--- src/rtl/axi_pkg.sv ---
package axi_pkg;

    // Bus sizing
    localparam int ADDR_WIDTH = 32;
    localparam int DATA_WIDTH = 32;
    localparam int STRB_WIDTH = DATA_WIDTH / 8;

    // Slave memory sizing, base address is zero
    localparam int MEM_WORDS = 16;
    localparam int MEM_INDEX_WIDTH = $clog2(MEM_WORDS);
    localparam int BYTE_OFFSET_WIDTH = $clog2(STRB_WIDTH);
    // First byte address past the memory
    localparam int unsigned MEM_BYTES = MEM_WORDS * STRB_WIDTH;

    // Request queue sizing
    localparam int QUEUE_DEPTH = 4;
    localparam int QUEUE_PTR_WIDTH = $clog2(QUEUE_DEPTH);
    // One extra bit so a full queue can be counted
    localparam int QUEUE_COUNT_WIDTH = $clog2(QUEUE_DEPTH + 1);

    // AXI response codes
    typedef enum logic [1:0] {
        OKAY   = 2'b00,
        EXOKAY = 2'b01,
        SLVERR = 2'b10,
        DECERR = 2'b11
    } axi_response_t;

    // Write request, 68 bits
    typedef struct packed {
        logic [ADDR_WIDTH-1:0] addr;
        logic [DATA_WIDTH-1:0] data;
        logic [STRB_WIDTH-1:0] strobe;
    } write_request_t;

    // Read request, address only
    typedef struct packed {
        logic [ADDR_WIDTH-1:0] addr;
    } read_request_t;

endpackage : axi_pkg

--- src/rtl/axi_master.sv ---
`timescale 1ns/10ps

module axi_master (
    input  logic axi_ACLK,
    input  logic axi_ARESETN,

    // Write queue
    input  logic                    write_empty_i,
    input  axi_pkg::write_request_t write_request_i,
    output logic                    write_pop_o,

    // Read queue
    input  logic                   read_empty_i,
    input  axi_pkg::read_request_t read_request_i,
    output logic                   read_pop_o,

    // Router flow control
    input  logic router_write_cts_i,
    input  logic router_read_cts_i,

    // Write address and data channels
    output logic [axi_pkg::ADDR_WIDTH-1:0] awaddr_o,
    output logic                           awvalid_o,
    input  logic                           awready_i,
    output logic [axi_pkg::DATA_WIDTH-1:0] wdata_o,
    output logic [axi_pkg::STRB_WIDTH-1:0] wstrb_o,
    output logic                           wvalid_o,
    input  logic                           wready_i,

    // Write response channel
    input  axi_pkg::axi_response_t bresp_i,
    input  logic                   bvalid_i,
    output logic                   bready_o,

    // Read address channel
    output logic [axi_pkg::ADDR_WIDTH-1:0] araddr_o,
    output logic                           arvalid_o,
    input  logic                           arready_i,

    // Read data channel
    input  logic [axi_pkg::DATA_WIDTH-1:0] rdata_i,
    input  axi_pkg::axi_response_t         rresp_i,
    input  logic                           rvalid_i,
    output logic                           rready_o,

    // Transaction results
    output logic                           write_done_o,
    output axi_pkg::axi_response_t         write_response_o,
    output logic                           read_done_o,
    output logic [axi_pkg::DATA_WIDTH-1:0] read_data_o,
    output axi_pkg::axi_response_t         read_response_o
);

    logic write_pending;
    logic write_start;
    logic write_flush;
    logic read_pending;
    logic read_start;
    logic read_flush;

    // Write channel

    // Response accepted only while the router lets it through
    assign bready_o = router_write_cts_i;
    assign write_done_o = bvalid_i & bready_o;
    assign write_response_o = bresp_i;

    // Slave error drops everything on this channel
    assign write_flush = write_done_o & (bresp_i == axi_pkg::SLVERR);

    // One transaction at a time, only with a free route
    assign write_start = !write_empty_i & !write_pending & router_write_cts_i & !write_flush;
    // Head is taken in the same cycle
    assign write_pop_o = write_start;

    // Request loaded onto the bus at start
    always_ff @(posedge axi_ACLK) begin
        if (write_start) begin
            awaddr_o <= write_request_i.addr;
            wdata_o  <= write_request_i.data;
            wstrb_o  <= write_request_i.strobe;
        end
    end

    always_ff @(posedge axi_ACLK) begin
        if (!axi_ARESETN) begin
            awvalid_o     <= 1'b0;
            wvalid_o      <= 1'b0;
            write_pending <= 1'b0;
        end else if (write_start) begin
            // VALID one cycle after the pop
            awvalid_o     <= 1'b1;
            wvalid_o      <= 1'b1;
            write_pending <= 1'b1;
        end else begin
            // Each VALID falls on its own handshake, never on a lost route
            if ((awvalid_o & awready_i) | write_flush) begin
                awvalid_o <= 1'b0;
            end
            if ((wvalid_o & wready_i) | write_flush) begin
                wvalid_o <= 1'b0;
            end
            // Channel free again once the response is taken
            if (write_done_o) begin
                write_pending <= 1'b0;
            end
        end
    end

    // Read channel

    assign rready_o = router_read_cts_i;
    assign read_done_o = rvalid_i & rready_o;
    assign read_data_o = rdata_i;
    assign read_response_o = rresp_i;

    assign read_flush = read_done_o & (rresp_i == axi_pkg::SLVERR);

    assign read_start = !read_empty_i & !read_pending & router_read_cts_i & !read_flush;
    assign read_pop_o = read_start;

    always_ff @(posedge axi_ACLK) begin
        if (read_start) begin
            araddr_o <= read_request_i.addr;
        end
    end

    always_ff @(posedge axi_ACLK) begin
        if (!axi_ARESETN) begin
            arvalid_o    <= 1'b0;
            read_pending <= 1'b0;
        end else if (read_start) begin
            arvalid_o    <= 1'b1;
            read_pending <= 1'b1;
        end else begin
            if ((arvalid_o & arready_i) | read_flush) begin
                arvalid_o <= 1'b0;
            end
            if (read_done_o) begin
                read_pending <= 1'b0;
            end
        end
    end

    // Nothing starts on a flush cycle, so the bus is quiet just after
    assert property (@(posedge axi_ACLK) disable iff (!axi_ARESETN)
        write_flush |=> !awvalid_o & !wvalid_o);
    assert property (@(posedge axi_ACLK) disable iff (!axi_ARESETN)
        read_flush |=> !arvalid_o);

    // VALID stays up until the slave takes it
    assert property (@(posedge axi_ACLK) disable iff (!axi_ARESETN)
        (awvalid_o & !awready_i) |=> awvalid_o);
    assert property (@(posedge axi_ACLK) disable iff (!axi_ARESETN)
        (arvalid_o & !arready_i) |=> arvalid_o);

endmodule : axi_master

--- src/rtl/axi_slave_memory.sv ---
`timescale 1ns/10ps

module axi_slave_memory (
    input  logic axi_ACLK,
    input  logic axi_ARESETN,

    // Write address and data channels
    input  logic [axi_pkg::ADDR_WIDTH-1:0] awaddr_i,
    input  logic                           awvalid_i,
    output logic                           awready_o,
    input  logic [axi_pkg::DATA_WIDTH-1:0] wdata_i,
    input  logic [axi_pkg::STRB_WIDTH-1:0] wstrb_i,
    input  logic                           wvalid_i,
    output logic                           wready_o,

    // Write response channel
    output axi_pkg::axi_response_t bresp_o,
    output logic                   bvalid_o,
    input  logic                   bready_i,

    // Read address channel
    input  logic [axi_pkg::ADDR_WIDTH-1:0] araddr_i,
    input  logic                           arvalid_i,
    output logic                           arready_o,

    // Read data channel
    output logic [axi_pkg::DATA_WIDTH-1:0] rdata_o,
    output axi_pkg::axi_response_t         rresp_o,
    output logic                           rvalid_o,
    input  logic                           rready_i
);

    // Word storage
    logic [axi_pkg::DATA_WIDTH-1:0] mem [axi_pkg::MEM_WORDS];

    logic write_accept;
    logic write_in_range;
    logic [axi_pkg::MEM_INDEX_WIDTH-1:0] write_index;
    logic read_accept;
    logic read_in_range;
    logic [axi_pkg::MEM_INDEX_WIDTH-1:0] read_index;

    // Ready while no response is waiting
    assign awready_o = !bvalid_o;
    assign wready_o = !bvalid_o;
    assign arready_o = !rvalid_o;

    // Address and data are taken together
    assign write_accept = awvalid_i & wvalid_i & awready_o & wready_o;
    assign read_accept = arvalid_i & arready_o;

    // Range check against the byte size of the memory
    assign write_in_range = (awaddr_i < axi_pkg::MEM_BYTES);
    assign read_in_range = (araddr_i < axi_pkg::MEM_BYTES);

    // Word index, byte offset dropped
    assign write_index = awaddr_i[axi_pkg::BYTE_OFFSET_WIDTH +: axi_pkg::MEM_INDEX_WIDTH];
    assign read_index = araddr_i[axi_pkg::BYTE_OFFSET_WIDTH +: axi_pkg::MEM_INDEX_WIDTH];

    // Memory and response valid flags
    always_ff @(posedge axi_ACLK) begin
        if (!axi_ARESETN) begin
            for (int i = 0; i < axi_pkg::MEM_WORDS; i++) begin
                mem[i] <= '0;
            end
            bvalid_o <= 1'b0;
            rvalid_o <= 1'b0;
        end else begin
            if (write_accept) begin
                bvalid_o <= 1'b1;
                // Merge bytes under the strobe, out of range leaves memory alone
                if (write_in_range) begin
                    for (int b = 0; b < axi_pkg::STRB_WIDTH; b++) begin
                        if (wstrb_i[b]) begin
                            mem[write_index][b*8 +: 8] <= wdata_i[b*8 +: 8];
                        end
                    end
                end
            end else if (bvalid_o & bready_i) begin
                bvalid_o <= 1'b0;
            end

            if (read_accept) begin
                rvalid_o <= 1'b1;
            end else if (rvalid_o & rready_i) begin
                rvalid_o <= 1'b0;
            end
        end
    end

    // Response payload, held while VALID waits
    always_ff @(posedge axi_ACLK) begin
        if (write_accept) begin
            bresp_o <= write_in_range ? axi_pkg::OKAY : axi_pkg::SLVERR;
        end
        if (read_accept) begin
            rresp_o <= read_in_range ? axi_pkg::OKAY : axi_pkg::SLVERR;
            // Zero data on a bad address
            rdata_o <= read_in_range ? mem[read_index] : '0;
        end
    end

    // Responses wait for the master
    assert property (@(posedge axi_ACLK) disable iff (!axi_ARESETN)
        (bvalid_o & !bready_i) |=> bvalid_o);
    assert property (@(posedge axi_ACLK) disable iff (!axi_ARESETN)
        (rvalid_o & !rready_i) |=> rvalid_o);

endmodule : axi_slave_memory

--- src/rtl/axi_subsystem.sv ---
`timescale 1ns/10ps

module axi_subsystem (
    input  logic axi_ACLK,
    input  logic axi_ARESETN,

    // Request entry
    input  logic                    write_push_i,
    input  axi_pkg::write_request_t write_request_i,
    output logic                    write_full_o,
    input  logic                    read_push_i,
    input  axi_pkg::read_request_t  read_request_i,
    output logic                    read_full_o,

    // Interconnect stand-in
    input  logic router_write_cts_i,
    input  logic router_read_cts_i,

    // Results
    output logic                           write_done_o,
    output axi_pkg::axi_response_t         write_response_o,
    output logic                           read_done_o,
    output logic [axi_pkg::DATA_WIDTH-1:0] read_data_o,
    output axi_pkg::axi_response_t         read_response_o
);

    // Queue heads toward the master
    axi_pkg::write_request_t write_head;
    axi_pkg::read_request_t  read_head;
    logic write_empty;
    logic write_pop;
    logic read_empty;
    logic read_pop;

    // AXI-Lite bus between master and slave
    logic [axi_pkg::ADDR_WIDTH-1:0] awaddr;
    logic awvalid;
    logic awready;
    logic [axi_pkg::DATA_WIDTH-1:0] wdata;
    logic [axi_pkg::STRB_WIDTH-1:0] wstrb;
    logic wvalid;
    logic wready;
    axi_pkg::axi_response_t bresp;
    logic bvalid;
    logic bready;
    logic [axi_pkg::ADDR_WIDTH-1:0] araddr;
    logic arvalid;
    logic arready;
    logic [axi_pkg::DATA_WIDTH-1:0] rdata;
    axi_pkg::axi_response_t rresp;
    logic rvalid;
    logic rready;

    request_queue #(.payload_t(axi_pkg::write_request_t)) write_queue (
        .axi_ACLK(axi_ACLK), .axi_ARESETN(axi_ARESETN),
        .push_i(write_push_i), .data_i(write_request_i),
        .pop_i(write_pop), .data_o(write_head),
        .empty_o(write_empty), .full_o(write_full_o)
    );

    request_queue #(.payload_t(axi_pkg::read_request_t)) read_queue (
        .axi_ACLK(axi_ACLK), .axi_ARESETN(axi_ARESETN),
        .push_i(read_push_i), .data_i(read_request_i),
        .pop_i(read_pop), .data_o(read_head),
        .empty_o(read_empty), .full_o(read_full_o)
    );

    axi_master master (
        .axi_ACLK(axi_ACLK), .axi_ARESETN(axi_ARESETN),
        .write_empty_i(write_empty), .write_request_i(write_head), .write_pop_o(write_pop),
        .read_empty_i(read_empty), .read_request_i(read_head), .read_pop_o(read_pop),
        .router_write_cts_i(router_write_cts_i), .router_read_cts_i(router_read_cts_i),
        .awaddr_o(awaddr), .awvalid_o(awvalid), .awready_i(awready),
        .wdata_o(wdata), .wstrb_o(wstrb), .wvalid_o(wvalid), .wready_i(wready),
        .bresp_i(bresp), .bvalid_i(bvalid), .bready_o(bready),
        .araddr_o(araddr), .arvalid_o(arvalid), .arready_i(arready),
        .rdata_i(rdata), .rresp_i(rresp), .rvalid_i(rvalid), .rready_o(rready),
        .write_done_o(write_done_o), .write_response_o(write_response_o),
        .read_done_o(read_done_o), .read_data_o(read_data_o),
        .read_response_o(read_response_o)
    );

    axi_slave_memory slave_memory (
        .axi_ACLK(axi_ACLK), .axi_ARESETN(axi_ARESETN),
        .awaddr_i(awaddr), .awvalid_i(awvalid), .awready_o(awready),
        .wdata_i(wdata), .wstrb_i(wstrb), .wvalid_i(wvalid), .wready_o(wready),
        .bresp_o(bresp), .bvalid_o(bvalid), .bready_i(bready),
        .araddr_i(araddr), .arvalid_i(arvalid), .arready_o(arready),
        .rdata_o(rdata), .rresp_o(rresp), .rvalid_o(rvalid), .rready_i(rready)
    );

endmodule : axi_subsystem

--- src/rtl/request_queue.sv ---
`timescale 1ns/10ps

module request_queue #(
    parameter type payload_t = logic [31:0]
) (
    input  logic     axi_ACLK,
    input  logic     axi_ARESETN,

    // Producer side
    input  logic     push_i,
    input  payload_t data_i,

    // Consumer side, head is registered
    input  logic     pop_i,
    output payload_t data_o,
    output logic     empty_o,
    output logic     full_o
);

    // Storage, no reset needed on payload
    payload_t mem [axi_pkg::QUEUE_DEPTH];

    logic [axi_pkg::QUEUE_PTR_WIDTH-1:0] wr_ptr;
    logic [axi_pkg::QUEUE_PTR_WIDTH-1:0] rd_ptr;
    logic [axi_pkg::QUEUE_PTR_WIDTH-1:0] next_rd_ptr;
    logic [axi_pkg::QUEUE_COUNT_WIDTH-1:0] count;
    logic [axi_pkg::QUEUE_COUNT_WIDTH-1:0] next_count;
    logic push_ok;
    logic pop_ok;

    // Push into a full queue is dropped
    assign push_ok = push_i & !full_o;
    // Pop of an empty queue is ignored
    assign pop_ok = pop_i & !empty_o;
    // Depth is a power of two, pointer wraps by itself
    assign next_rd_ptr = rd_ptr + 1'b1;

    // Occupancy after this cycle
    always_comb begin
        next_count = count;
        if (push_ok & !pop_ok) begin
            next_count = count + 1'b1;
        end else if (!push_ok & pop_ok) begin
            next_count = count - 1'b1;
        end
    end

    // Pointers, count and flags
    always_ff @(posedge axi_ACLK) begin
        if (!axi_ARESETN) begin
            wr_ptr  <= '0;
            rd_ptr  <= '0;
            count   <= '0;
            empty_o <= 1'b1;
            full_o  <= 1'b0;
        end else begin
            if (push_ok) begin
                wr_ptr <= wr_ptr + 1'b1;
            end
            if (pop_ok) begin
                rd_ptr <= next_rd_ptr;
            end
            count   <= next_count;
            empty_o <= (next_count == '0);
            full_o  <= (next_count == axi_pkg::QUEUE_DEPTH);
        end
    end

    // Storage write and registered head
    always_ff @(posedge axi_ACLK) begin
        if (push_ok) begin
            mem[wr_ptr] <= data_i;
        end
        if (pop_ok) begin
            // Next entry becomes head, or the incoming one if the queue drains
            if (count > 'd1) begin
                data_o <= mem[next_rd_ptr];
            end else if (push_ok) begin
                data_o <= data_i;
            end
        end else if (push_ok & empty_o) begin
            // First entry goes straight to the head
            data_o <= data_i;
        end
    end

    // Consumer never pops an empty queue
    assert property (@(posedge axi_ACLK) disable iff (!axi_ARESETN) pop_i |-> !empty_o);

    // Occupancy stays within the depth
    assert property (@(posedge axi_ACLK) disable iff (!axi_ARESETN)
        count <= axi_pkg::QUEUE_DEPTH);

endmodule : request_queue

--- config.mk ---
export PLATFORM = sky130hd
export DESIGN_NAME = axi_subsystem
export DESIGN_NICKNAME = d
export VERILOG_FILES = /design/src/rtl/axi_pkg.sv /design/src/rtl/axi_master.sv /design/src/rtl/axi_slave_memory.sv /design/src/rtl/axi_subsystem.sv /design/src/rtl/request_queue.sv
export SDC_FILE = /design/constraint.sdc
export NUM_CORES = 1
export LEC_CHECK = 0
export BUFFER_PORTS_ARGS = -buffer_cell sky130_fd_sc_hd__buf_2
export CAP_MARGIN = 20
export CORE_MARGIN = 3
export CORE_UTILIZATION = 40
export CTS_BUF_LIST = sky130_fd_sc_hd__clkbuf_2 sky130_fd_sc_hd__clkbuf_4 sky130_fd_sc_hd__clkbuf_8
export DETAILED_ROUTE_END_ITERATION = 10
export HOLD_SLACK_MARGIN = 0.08
export PLACE_DENSITY = 0.59
export REMOVE_ABC_BUFFERS = 1
export SLEW_MARGIN = 15
export SYNTH_ARGS = -nofsm -noshare
export SYNTH_HDL_FRONTEND = slang
export SYNTH_SLANG_ARGS = --single-unit
--- constraint.sdc ---
create_clock -name axi_ACLK -period 8.28 [get_ports axi_ACLK]
set_input_delay 1.656 -clock axi_ACLK [delete_from_list [all_inputs] [get_ports axi_ACLK]]
set_output_delay 1.656 -clock axi_ACLK [all_outputs]
set_load 0.02 [all_outputs]
# ---- Yosys cells after proc, flatten, opt, wreduce, memory -nomap -nowiden
# Memories as Yosys holds them, arrays and structs flattened. A register that Yosys moved wholly into a read port is not among the register bits.
# Index checks and enable logic that the tools add are counted.
dict set report word_totals {
  reg_bits 229
  mem_bits_rw 912
  inputBits 106
  out_inout_bits 40
  word_cells 160
  memories 3
}
dict set report classes {
  n_addsub 8
  n_lt_le_gt_ge 4
  n_eq_ne 6
  n_mux 54
  bitwise_logic 29
  n_reduce_logical 29
}
# name depth width read_ports rd_clocked_by_memory_dff wr line
set memory_table {}
lappend memory_table {slave_memory.mem 16 32 1 1 16 axi_slave_memory.sv:34} ;# logic [axi_pkg::DATA_WIDTH-1:0] mem [axi_pkg::MEM_WORDS];
lappend memory_table {write_queue.mem 4 68 1 0 1 request_queue.sv:21} ;# payload_t mem [axi_pkg::QUEUE_DEPTH];
lappend memory_table {read_queue.mem 4 32 1 0 1 request_queue.sv:21}
# op count
set op_table {}
lappend op_table {{$mux W68} 4}
lappend op_table {{$mux W32} 5}
lappend op_table {{$lt A32 B7 Y1 const B} 2}
lappend op_table {{$mux W1} 37}
lappend op_table {{$reduce_or A32 Y1} 1}
lappend op_table {{$and A1 B1 Y1} 26}
lappend op_table {{$reduce_bool A2 Y1} 9}
lappend op_table {{$logic_not A1 Y1} 15}
lappend op_table {{$mux W3} 4}
lappend op_table {{$add A2 B1 Y2 const B} 4}
lappend op_table {{$mux W4} 2}
lappend op_table {{$add A3 B1 Y3 const B} 2}
lappend op_table {{$eq A3 B3 Y1 const B} 2}
lappend op_table {{$gt A3 B1 Y1 const B} 2}
lappend op_table {{$logic_not A3 Y1} 2}
lappend op_table {{$ne A3 B2 Y1 const B} 2}
lappend op_table {{$sub A3 B1 Y3 const B} 2}
lappend op_table {{$eq A2 B2 Y1 const B} 2}
lappend op_table {{$mux W2} 2}
lappend op_table {{$reduce_and A2 Y1} 2}
lappend op_table {{$or A1 B1 Y1} 3}

# ---- Longest topological paths before layout
# Gate-level depths: netlist of the first run.
dict set report depth {
  ltp_word 9
  ltp_mapped 8
  ltp_nobuf 6
}

# ---- Modules after synthesis
# From an unflattened synthesis of the first run, not the netlist that was laid out.
dict set report unflattened {
  hier_cells 2680
  area_unflattened_um2 47384.2
}
# mod n_inst cells_each area_each_um2 seq_area_each_um2
set modules_own_cells {}
lappend modules_own_cells {axi_slave_memory 1 1633 24016.8 16435.8}
lappend modules_own_cells {{request_queue at write_queue} 1 571 13251.5 10390.0}
lappend modules_own_cells {{request_queue at read_queue} 1 307 6581.3 4984.8}
lappend modules_own_cells {axi_master 1 169 3534.6 3103.0}

# ---- Worst setup path after synthesis of the first run
# Ideal clock, no wire load.
dict set report synth_timing {
  path_type {input to register}
  startpoint {input router_write_cts_i}
  endpoint {register write_queue.data_o[0] (netlist bit) (enable)}
  setup_time_ns 0.426
  arrival_ns 4.719
  t_required_ns 7.854
  setup_slack_ns 3.136
  cell_stages 6
  n_path_buf 2
  cell_sequence {or3b_4 nor2_8 o21ai_2 buf_6 buf_6 nand2_1}
}
dict set report synth_via {
  elab_chain_len 7
  elab_cells_between_ends 9
  cone_classes {1 x eq/ne; 5 x bitwise; 3 x reduce/logical}
}
# element line
set synth_lines {}
lappend synth_lines {{start: declaration} axi_subsystem.sv:16} ;# input logic router_write_cts_i,
lappend synth_lines {{$and A1 B1 Y1} axi_master.sv:65} ;# assign write_done_o = bvalid_i & bready_o;
lappend synth_lines {{$and A1 B1 Y1} axi_master.sv:69} ;# assign write_flush = write_done_o & (bresp_i == axi_pkg::SLVERR);
lappend synth_lines {{$logic_not A1 Y1} axi_master.sv:72} ;# assign write_start = !write_empty_i & !write_pending & router_write_cts_i & !write_flush;
lappend synth_lines {{$and A1 B1 Y1 (*)} axi_master.sv:72}
lappend synth_lines {{named net master.write_pop_o} axi_master.sv:10} ;# output logic write_pop_o,
lappend synth_lines {{$and A1 B1 Y1 (*)} request_queue.sv:34} ;# assign pop_ok = pop_i & !empty_o;
lappend synth_lines {{$ne A3 B2 Y1 (no line) or $reduce_bool A2 Y1 (tied branches)} -}
lappend synth_lines {{$reduce_and A2 Y1 (no line) (*)} -}
lappend synth_lines {{end signal: assignment} request_queue.sv:77} ;# data_o <= mem[next_rd_ptr];
lappend synth_lines {{end signal: assignment} request_queue.sv:79} ;# data_o <= data_i;
lappend synth_lines {{end signal: assignment} request_queue.sv:83} ;# data_o <= data_i;
lappend synth_lines {{end: declaration} request_queue.sv:15} ;# output payload_t data_o,
# Mark *: on every way through the listed nets, which the timed path passes. The rest lies on a longest branch.
# A chain may end at the register's enable or synchronous reset.

# ---- Worst setup path after layout of the first run
dict set report layout_timing {
  startpoint {input router_write_cts_i}
  endpoint {register write_queue.data_o[46] (netlist bit) (enable)}
}
# Same word-level chain as after synthesis.

==> results.txt, run 1 <==
outcome = completed
peak supply drop = 0.132 mV
Clock Latency Late Sink = 850 ps
Die Width = 344 um
Global Route met2 Usage = 29.8%
Sw Share = 24.4%
kind of critical path = primary input to flop
Gate power share = 10.8%
CP max stage delay = 790 ps
CP startpoint kind = primary input
vias per inst = 5.28
Nets = 2,915
minimum clock period = 3780 ps
post-CTS setup repair buffer count = 0
RSZ-0062 raised after global routing = no
endpoints failing hold = 0
Clock Path Buffers = 3
total grt overflow = 0
LEAKAGE = 16.8 nW
Pins Over Slew Limit = 0
GPL Wtd Cong = 0.763
Placeable Area = 0.113 mm^2
crit path cell chain = buf_2 -> or3b_4 -> nor2_8 -> buf_4 -> o21ai_0 -> nand2_4 -> buf_16
clock sinks = 1,147
largest net degree at the start of global routing = 73
CTS tree = done
area grow syn2layout = 13.6%
sequential power share = 53.5%
Critical Path RT = 8780 ps
Setup TNS = 0 ps
post-route clock period utilization = 45.7%
Worst R2R End = slave_memory.rdata_o[10]
GR peak layer = met2
total power = 13.3 mW
met1 GRT Util = 22.0%
drt wl/cell = 23.2 um
CP Max Fanout = 72
Int Power = 10.0 mW
Hold Buf Count CTS = 0
Initial Util = 40.4%
Reg-to-Reg Start = master.araddr_o[2]
Synth Flop Type = edfxtp_1
Clk pwr share = 35.7%
antenna violations before repair = 22
FFs w/ async S/R, synth = 0%
PwrDens = 256 mW/mm^2
DIE AREA = 0.118 mm^2
vias in the first global route = 24.9k
CP max-delay cell = buf_4
Reg2Reg Depth = 5
via count = 23.5k
Post-Route WL = 103,000 um
Routed Antenna Nets = 0
FP Rows = 123
met3 Usage GRT = 4.96%
Worst R2R Setup Slack = 4700 ps
clk_skew = 42.7 ps
H-Tree Depth = 4
layout cells sized above 1 = 30.5%
Die Y = 344 um
global-route wire length before repair = 154,000 um
port bufs = 139
Post-Synthesis Cells = 2,567
worst hold slack = 411 ps
Root Buffer = clkbuf_8
Slew headroom = 24.8%
Critical Path Sink = write_queue.data_o[46]
register area share after synthesis = 75.0%
Num CTS Buffers = 183
drt pass-1 iters = 5
actual slew at the worst max-slew pin = 1120 ps
hpwl dp = 60,700 um
Reg clk slew, reported paths = 70 ps
crit end category = flop
Setup-failing EPs final = 0
I/O pin total = 146
Residual DRC = 0
WP data arrival = 4290 ps
syn_area_per_cell = 17.8 um^2
synth unique cells = 48
Fmax achieved = 0.264 GHz
PostCTS Resize Cnt = 0
count of warnings emitted by yosys = 0
initial drt markers = 2,173
GRT Util Overall = 17.7%
Synth Cell Area = 0.0456 mm^2
HP Class = flop to flop
max_cap viols = 0
NetSw = 3.24 mW
Yosys reg bits = 1,147
EDFF count, synth = 1,122
CP startpoint = router_write_cts_i
## flip-flops by register name, indices dropped and copies added, names as in the netlist, 2 cells and up
| name | cells |
|---|---|
| slave_memory.rdata_o | 32 |
| master.awaddr_o | 30 |
| read_queue.count | 3 |
| read_queue.data_o | 30 |
| master.wstrb_o | 4 |
| write_queue.wr_ptr | 2 |
| write_queue.count | 3 |
| read_queue.mem | 120 |
| write_queue.data_o | 66 |
| read_queue.wr_ptr | 2 |
| master.wdata_o | 32 |
| slave_memory.mem | 512 |
| write_queue.mem | 264 |
| read_queue.rd_ptr | 2 |
| master.araddr_o | 30 |
| write_queue.rd_ptr | 2 |
## area by class of cell
| type | instances | area [um^2] |
|---|---|---|
| Sequential cell | 1147 | 34200 |
| Clock buffer | 248 | 3010 |
| Tap cell | 1500 | 1880 |
| Multi-Input combinational cell | 1221 | 10600 |
| Clock inverter | 79 | 589 |
| Inverter | 16 | 60.1 |
| Timing Repair Buffer | 226 | 1420 |
| Fill cell | 9562 | 61000 |
| Antenna cell | 9 | 22.5 |
## worst min-delay path by stage
stage / from / endpoint / slack [ps] / cells past startpoint
global placement: read_queue.data_o[26] / master.araddr_o[26] / 400 / 0
finish: read_queue.data_o[28] / master.araddr_o[28] / 410 / 0
detailed placement: read_queue.data_o[28] / master.araddr_o[28] / 400 / 0
global route: write_queue.data_o[55] / master.awaddr_o[19] / 410 / 0
CTS: write_queue.data_o[55] / master.awaddr_o[19] / 390 / 0
floorplan: read_queue.data_o[10] / master.araddr_o[10] / 400 / 0
## critical path, delay by kind of cell
family / cells / cell delay [ps]
buf+inv: 3 / 1210
compound gates: 1 / 320
simple gates: 3 / 1030
## layer usage
metal	part of all wire, %	routed length [um]	up-vias
met5	0.068	70	-
met4	2.3	2400	10
met3	7.5	7770	201
met2	51	52200	748
met1	39	40700	12130
li1	-	-	10392
## cells by family (layout without fill, tap and decap cells)
kind of cell	after synthesis	count (layout)	synth area share (%)
simple gates	717	717	6.80
fa+ha+maj	14	14	0.384
buf+inv	200	569	1.97
mux	323	323	13.7
other cells	1	11	0.00822
xor+xnor	7	7	0.134
flops	1147	1147	75.0
compound gates	158	158	1.99
## power groups by stage
stage | clock network (mW) | logic [mW] | registers (mW)
after global routing | 5.12 | 1.55 | 7.15
final | 4.74 | 1.43 | 7.11
after detailed placement | 0 | 1.45 | 7.23
after CTS | 4.88 | 1.45 | 7.12
after floorplan | 0 | 0.911 | 7.28
after global placement | 0 | 1.42 | 7.21
## synth_stat cells (all sizes together), types with 3 or more instances
library cell	instances	area (um^2)
edfxtp	1122	33700
nor2	536	2030
mux4	224	5040
clkbuf	105	394
mux2	96	1190
buf	79	445
o21ai	72	368
nand2	70	263
o22ai	65	407
nor3	34	327
dfxtp	25	500
inv	16	60.1
nand3	15	75.1
and2	14	87.6
ha	14	175
nor4	13	87.6
a21oi	12	60.1
nor2b	10	62.6
nand2b	8	50.1
nand4	6	43.8
and3	5	31.3
xnor2	5	43.8
mux2i	3	30.0
## through the flow
stage          utilization [%]  area [um^2]  worst slack, ps  instances
5_1_grt                   45.9        51800             4360       4438
3_5_place_dp              42.6        48100             3370       4104
3_3_place_gp              42.6        48100             3450       4104
2_1_floorplan                -        44800             2060       2384
6_report                  45.9        51800             4500       4446
4_1_cts                   45.8        51700             4290       4431
## cell usage in the layout (no fill, tap or decap), types with 6 or more instances in the layout
cell	count
dfxtp_1	22
nor2_1	535
nor4_1	12
nand2_1	68
mux4_2	224
clkbuf_4	65
edfxtp_1	1122
o21ai_1	16
and2_1	10
clkbuf_8	183
nor3_2	29
ha_1	14
nand3_2	12
inv_12	6
o21ai_0	54
a21oi_1	12
clkinv_2	22
clkinv_1	36
mux2_4	29
o22ai_1	65
diode_2	9
mux2_2	67
nor2b_1	9
buf_2	139
nand2b_1	7
inv_1	16
buf_4	82
(Power assumes the default switching activity.)
==> run 2: changes to the inputs <==
==> constraint.sdc (replaced) <==
create_clock -name axi_ACLK -period 4 [get_ports axi_ACLK]
set_input_delay 0.8 -clock axi_ACLK [delete_from_list [all_inputs] [get_ports axi_ACLK]]
set_output_delay 0.8 -clock axi_ACLK [all_outputs]
set_load 0.02 [all_outputs]
==> results.txt, run 2 (synthesis gave the netlist of run 1 again) <==
outcome = completed
GRT Util Overall = 17.8%
PwrDens = 530 mW/mm^2
total grt overflow = 0
Die Y = 344 um
Setup-failing EPs final = 0
antenna violations before repair = 26
actual slew at the worst max-slew pin = 1080 ps
clk_skew = 48.1 ps
FP Rows = 123
Critical Path RT = 4640 ps
vias in the first global route = 25.0k
HP Class = primary input to flop
max FFs per register = 512
Residual DRC = 0
Nets = 2,953
top flop regs = slave_memory.mem: 512 flops, write_queue.mem: 264 flops, read_queue.mem: 120 flops
H-Tree Depth = 4
Fmax achieved = 0.340 GHz
dpl ws = 971 ps
minimum clock period = 2940 ps
Slew headroom = 27.9%
PostCTS Resize Cnt = 0
CP Max Fanout = 24
layout cells sized above 1 = 30.7%
clock sinks = 1,147
Root Buffer = clkbuf_8
Filler Cell Count = 9,586
WP data arrival = 3580 ps
Reg clk slew, reported paths = 70 ps
vias per inst = 5.27
area grow syn2layout = 14.3%
peak supply drop = 0.316 mV
Routed Antenna Nets = 0
Num CTS Buffers = 185
largest net degree at the start of global routing = 70
endpoints failing hold = 0
Post-Route WL = 104,000 um
final worst slack = 1060 ps
GPL Wtd Cong = 0.799
Placeable Area = 0.113 mm^2
post-CTS setup repair buffer count = 0
global-route wire length before repair = 155,000 um
Initial Util = 40.4%
Largest Register = slave_memory.mem
max_cap viols = 0
initial drt markers = 2,066
I/O pin total = 146
CP startpoint kind = flop
Pins Over Slew Limit = 0
LEAKAGE = 17.0 nW
DIE AREA = 0.118 mm^2
port bufs = 139
drt pass-1 iters = 7
Clock Latency Late Sink = 840 ps
Clock Path Buffers = 3
post-route clock period utilization = 73.5%
final core utilization = 46.2%
Die Width = 344 um
RSZ-0062 raised after global routing = no
crit end category = flop
CTS tree = done
via count = 23.7k
most frequent cells in the layout = 1,122 x edfxtp_1, 535 x nor2_1, 224 x mux4_2
Hold Buf Count CTS = 0
commonest non-fill, non-tap cell in the layout = edfxtp_1
Setup TNS = 0 ps
drt wl/cell = 23.1 um
kind of critical path = flop to flop
hpwl dp = 62,500 um
-- run 2: layout make-up --
class	count	area (um^2)	area share, %
Multi-Input combinational cell	1221	10600	20.2
Sequential cell	1147	34200	65.6
Inverter	16	60.1	0.115
Timing Repair Buffer	262	1750	3.36
Tap cell	1500	1880	3.60
Clock inverter	92	644	1.24
Clock buffer	243	3010	5.78
Antenna cell	14	35.0	0.0672
-- run 2: power by group --
| part | total (mW) | leakage [nW] | switching [mW] | internal (mW) |
|---|---|---|---|---|
| sequential | 14.7 | 11.1 | 0.364 | 14.3 |
| clock | 9.93 | 1.93 | 4.60 | 5.33 |
| combinational | 2.99 | 3.93 | 1.72 | 1.27 |
-- run 2: path summary, 6_finish.rpt --
| kind | endpoint | cells past startpoint | slack (ps) | startpoint |
|---|---|---|---|---|
| worst min register to register | master.wdata_o[1] | 0 | 410 | write_queue.data_o[5] |
| worst max register to register | slave_memory.mem[3][16] | 7 | 1060 | master.awaddr_o[31] |
| worst min-delay path | read_queue.mem[2][6] | 1 | 180 | read_request_i[6] |
| worst max-delay path | slave_memory.mem[3][16] | 7 | 1060 | master.awaddr_o[31] |
-- run 2: layer usage --
metal  global-route usage [%]  wire length [um]
met1                     22.4             41100
met2                     29.5             52100
met3                     4.96              8030
met4                     6.56              2650
met5                        0                85
-- run 2: metrics by stage --
step	std cells	cell area, um^2	hold WS, ps	total power [mW]
2_1_floorplan	2384	44800	400	16.9
3_3_place_gp	4145	48400	402	17.9
3_5_place_dp	4145	48400	405	18.0
4_1_cts	4480	52100	85.5	28.0
5_1_grt	4485	52100	123	28.8
6_report	4495	52100	183	27.6
-- run 2: critical path: stages (launching register included) --
cell and delay, ps:
edfxtp_1 380, nor4_1 520, nand4_1 240, nor2_1 150, buf_4 280, nand4_1 520, buf_4 490, nor2_1 160
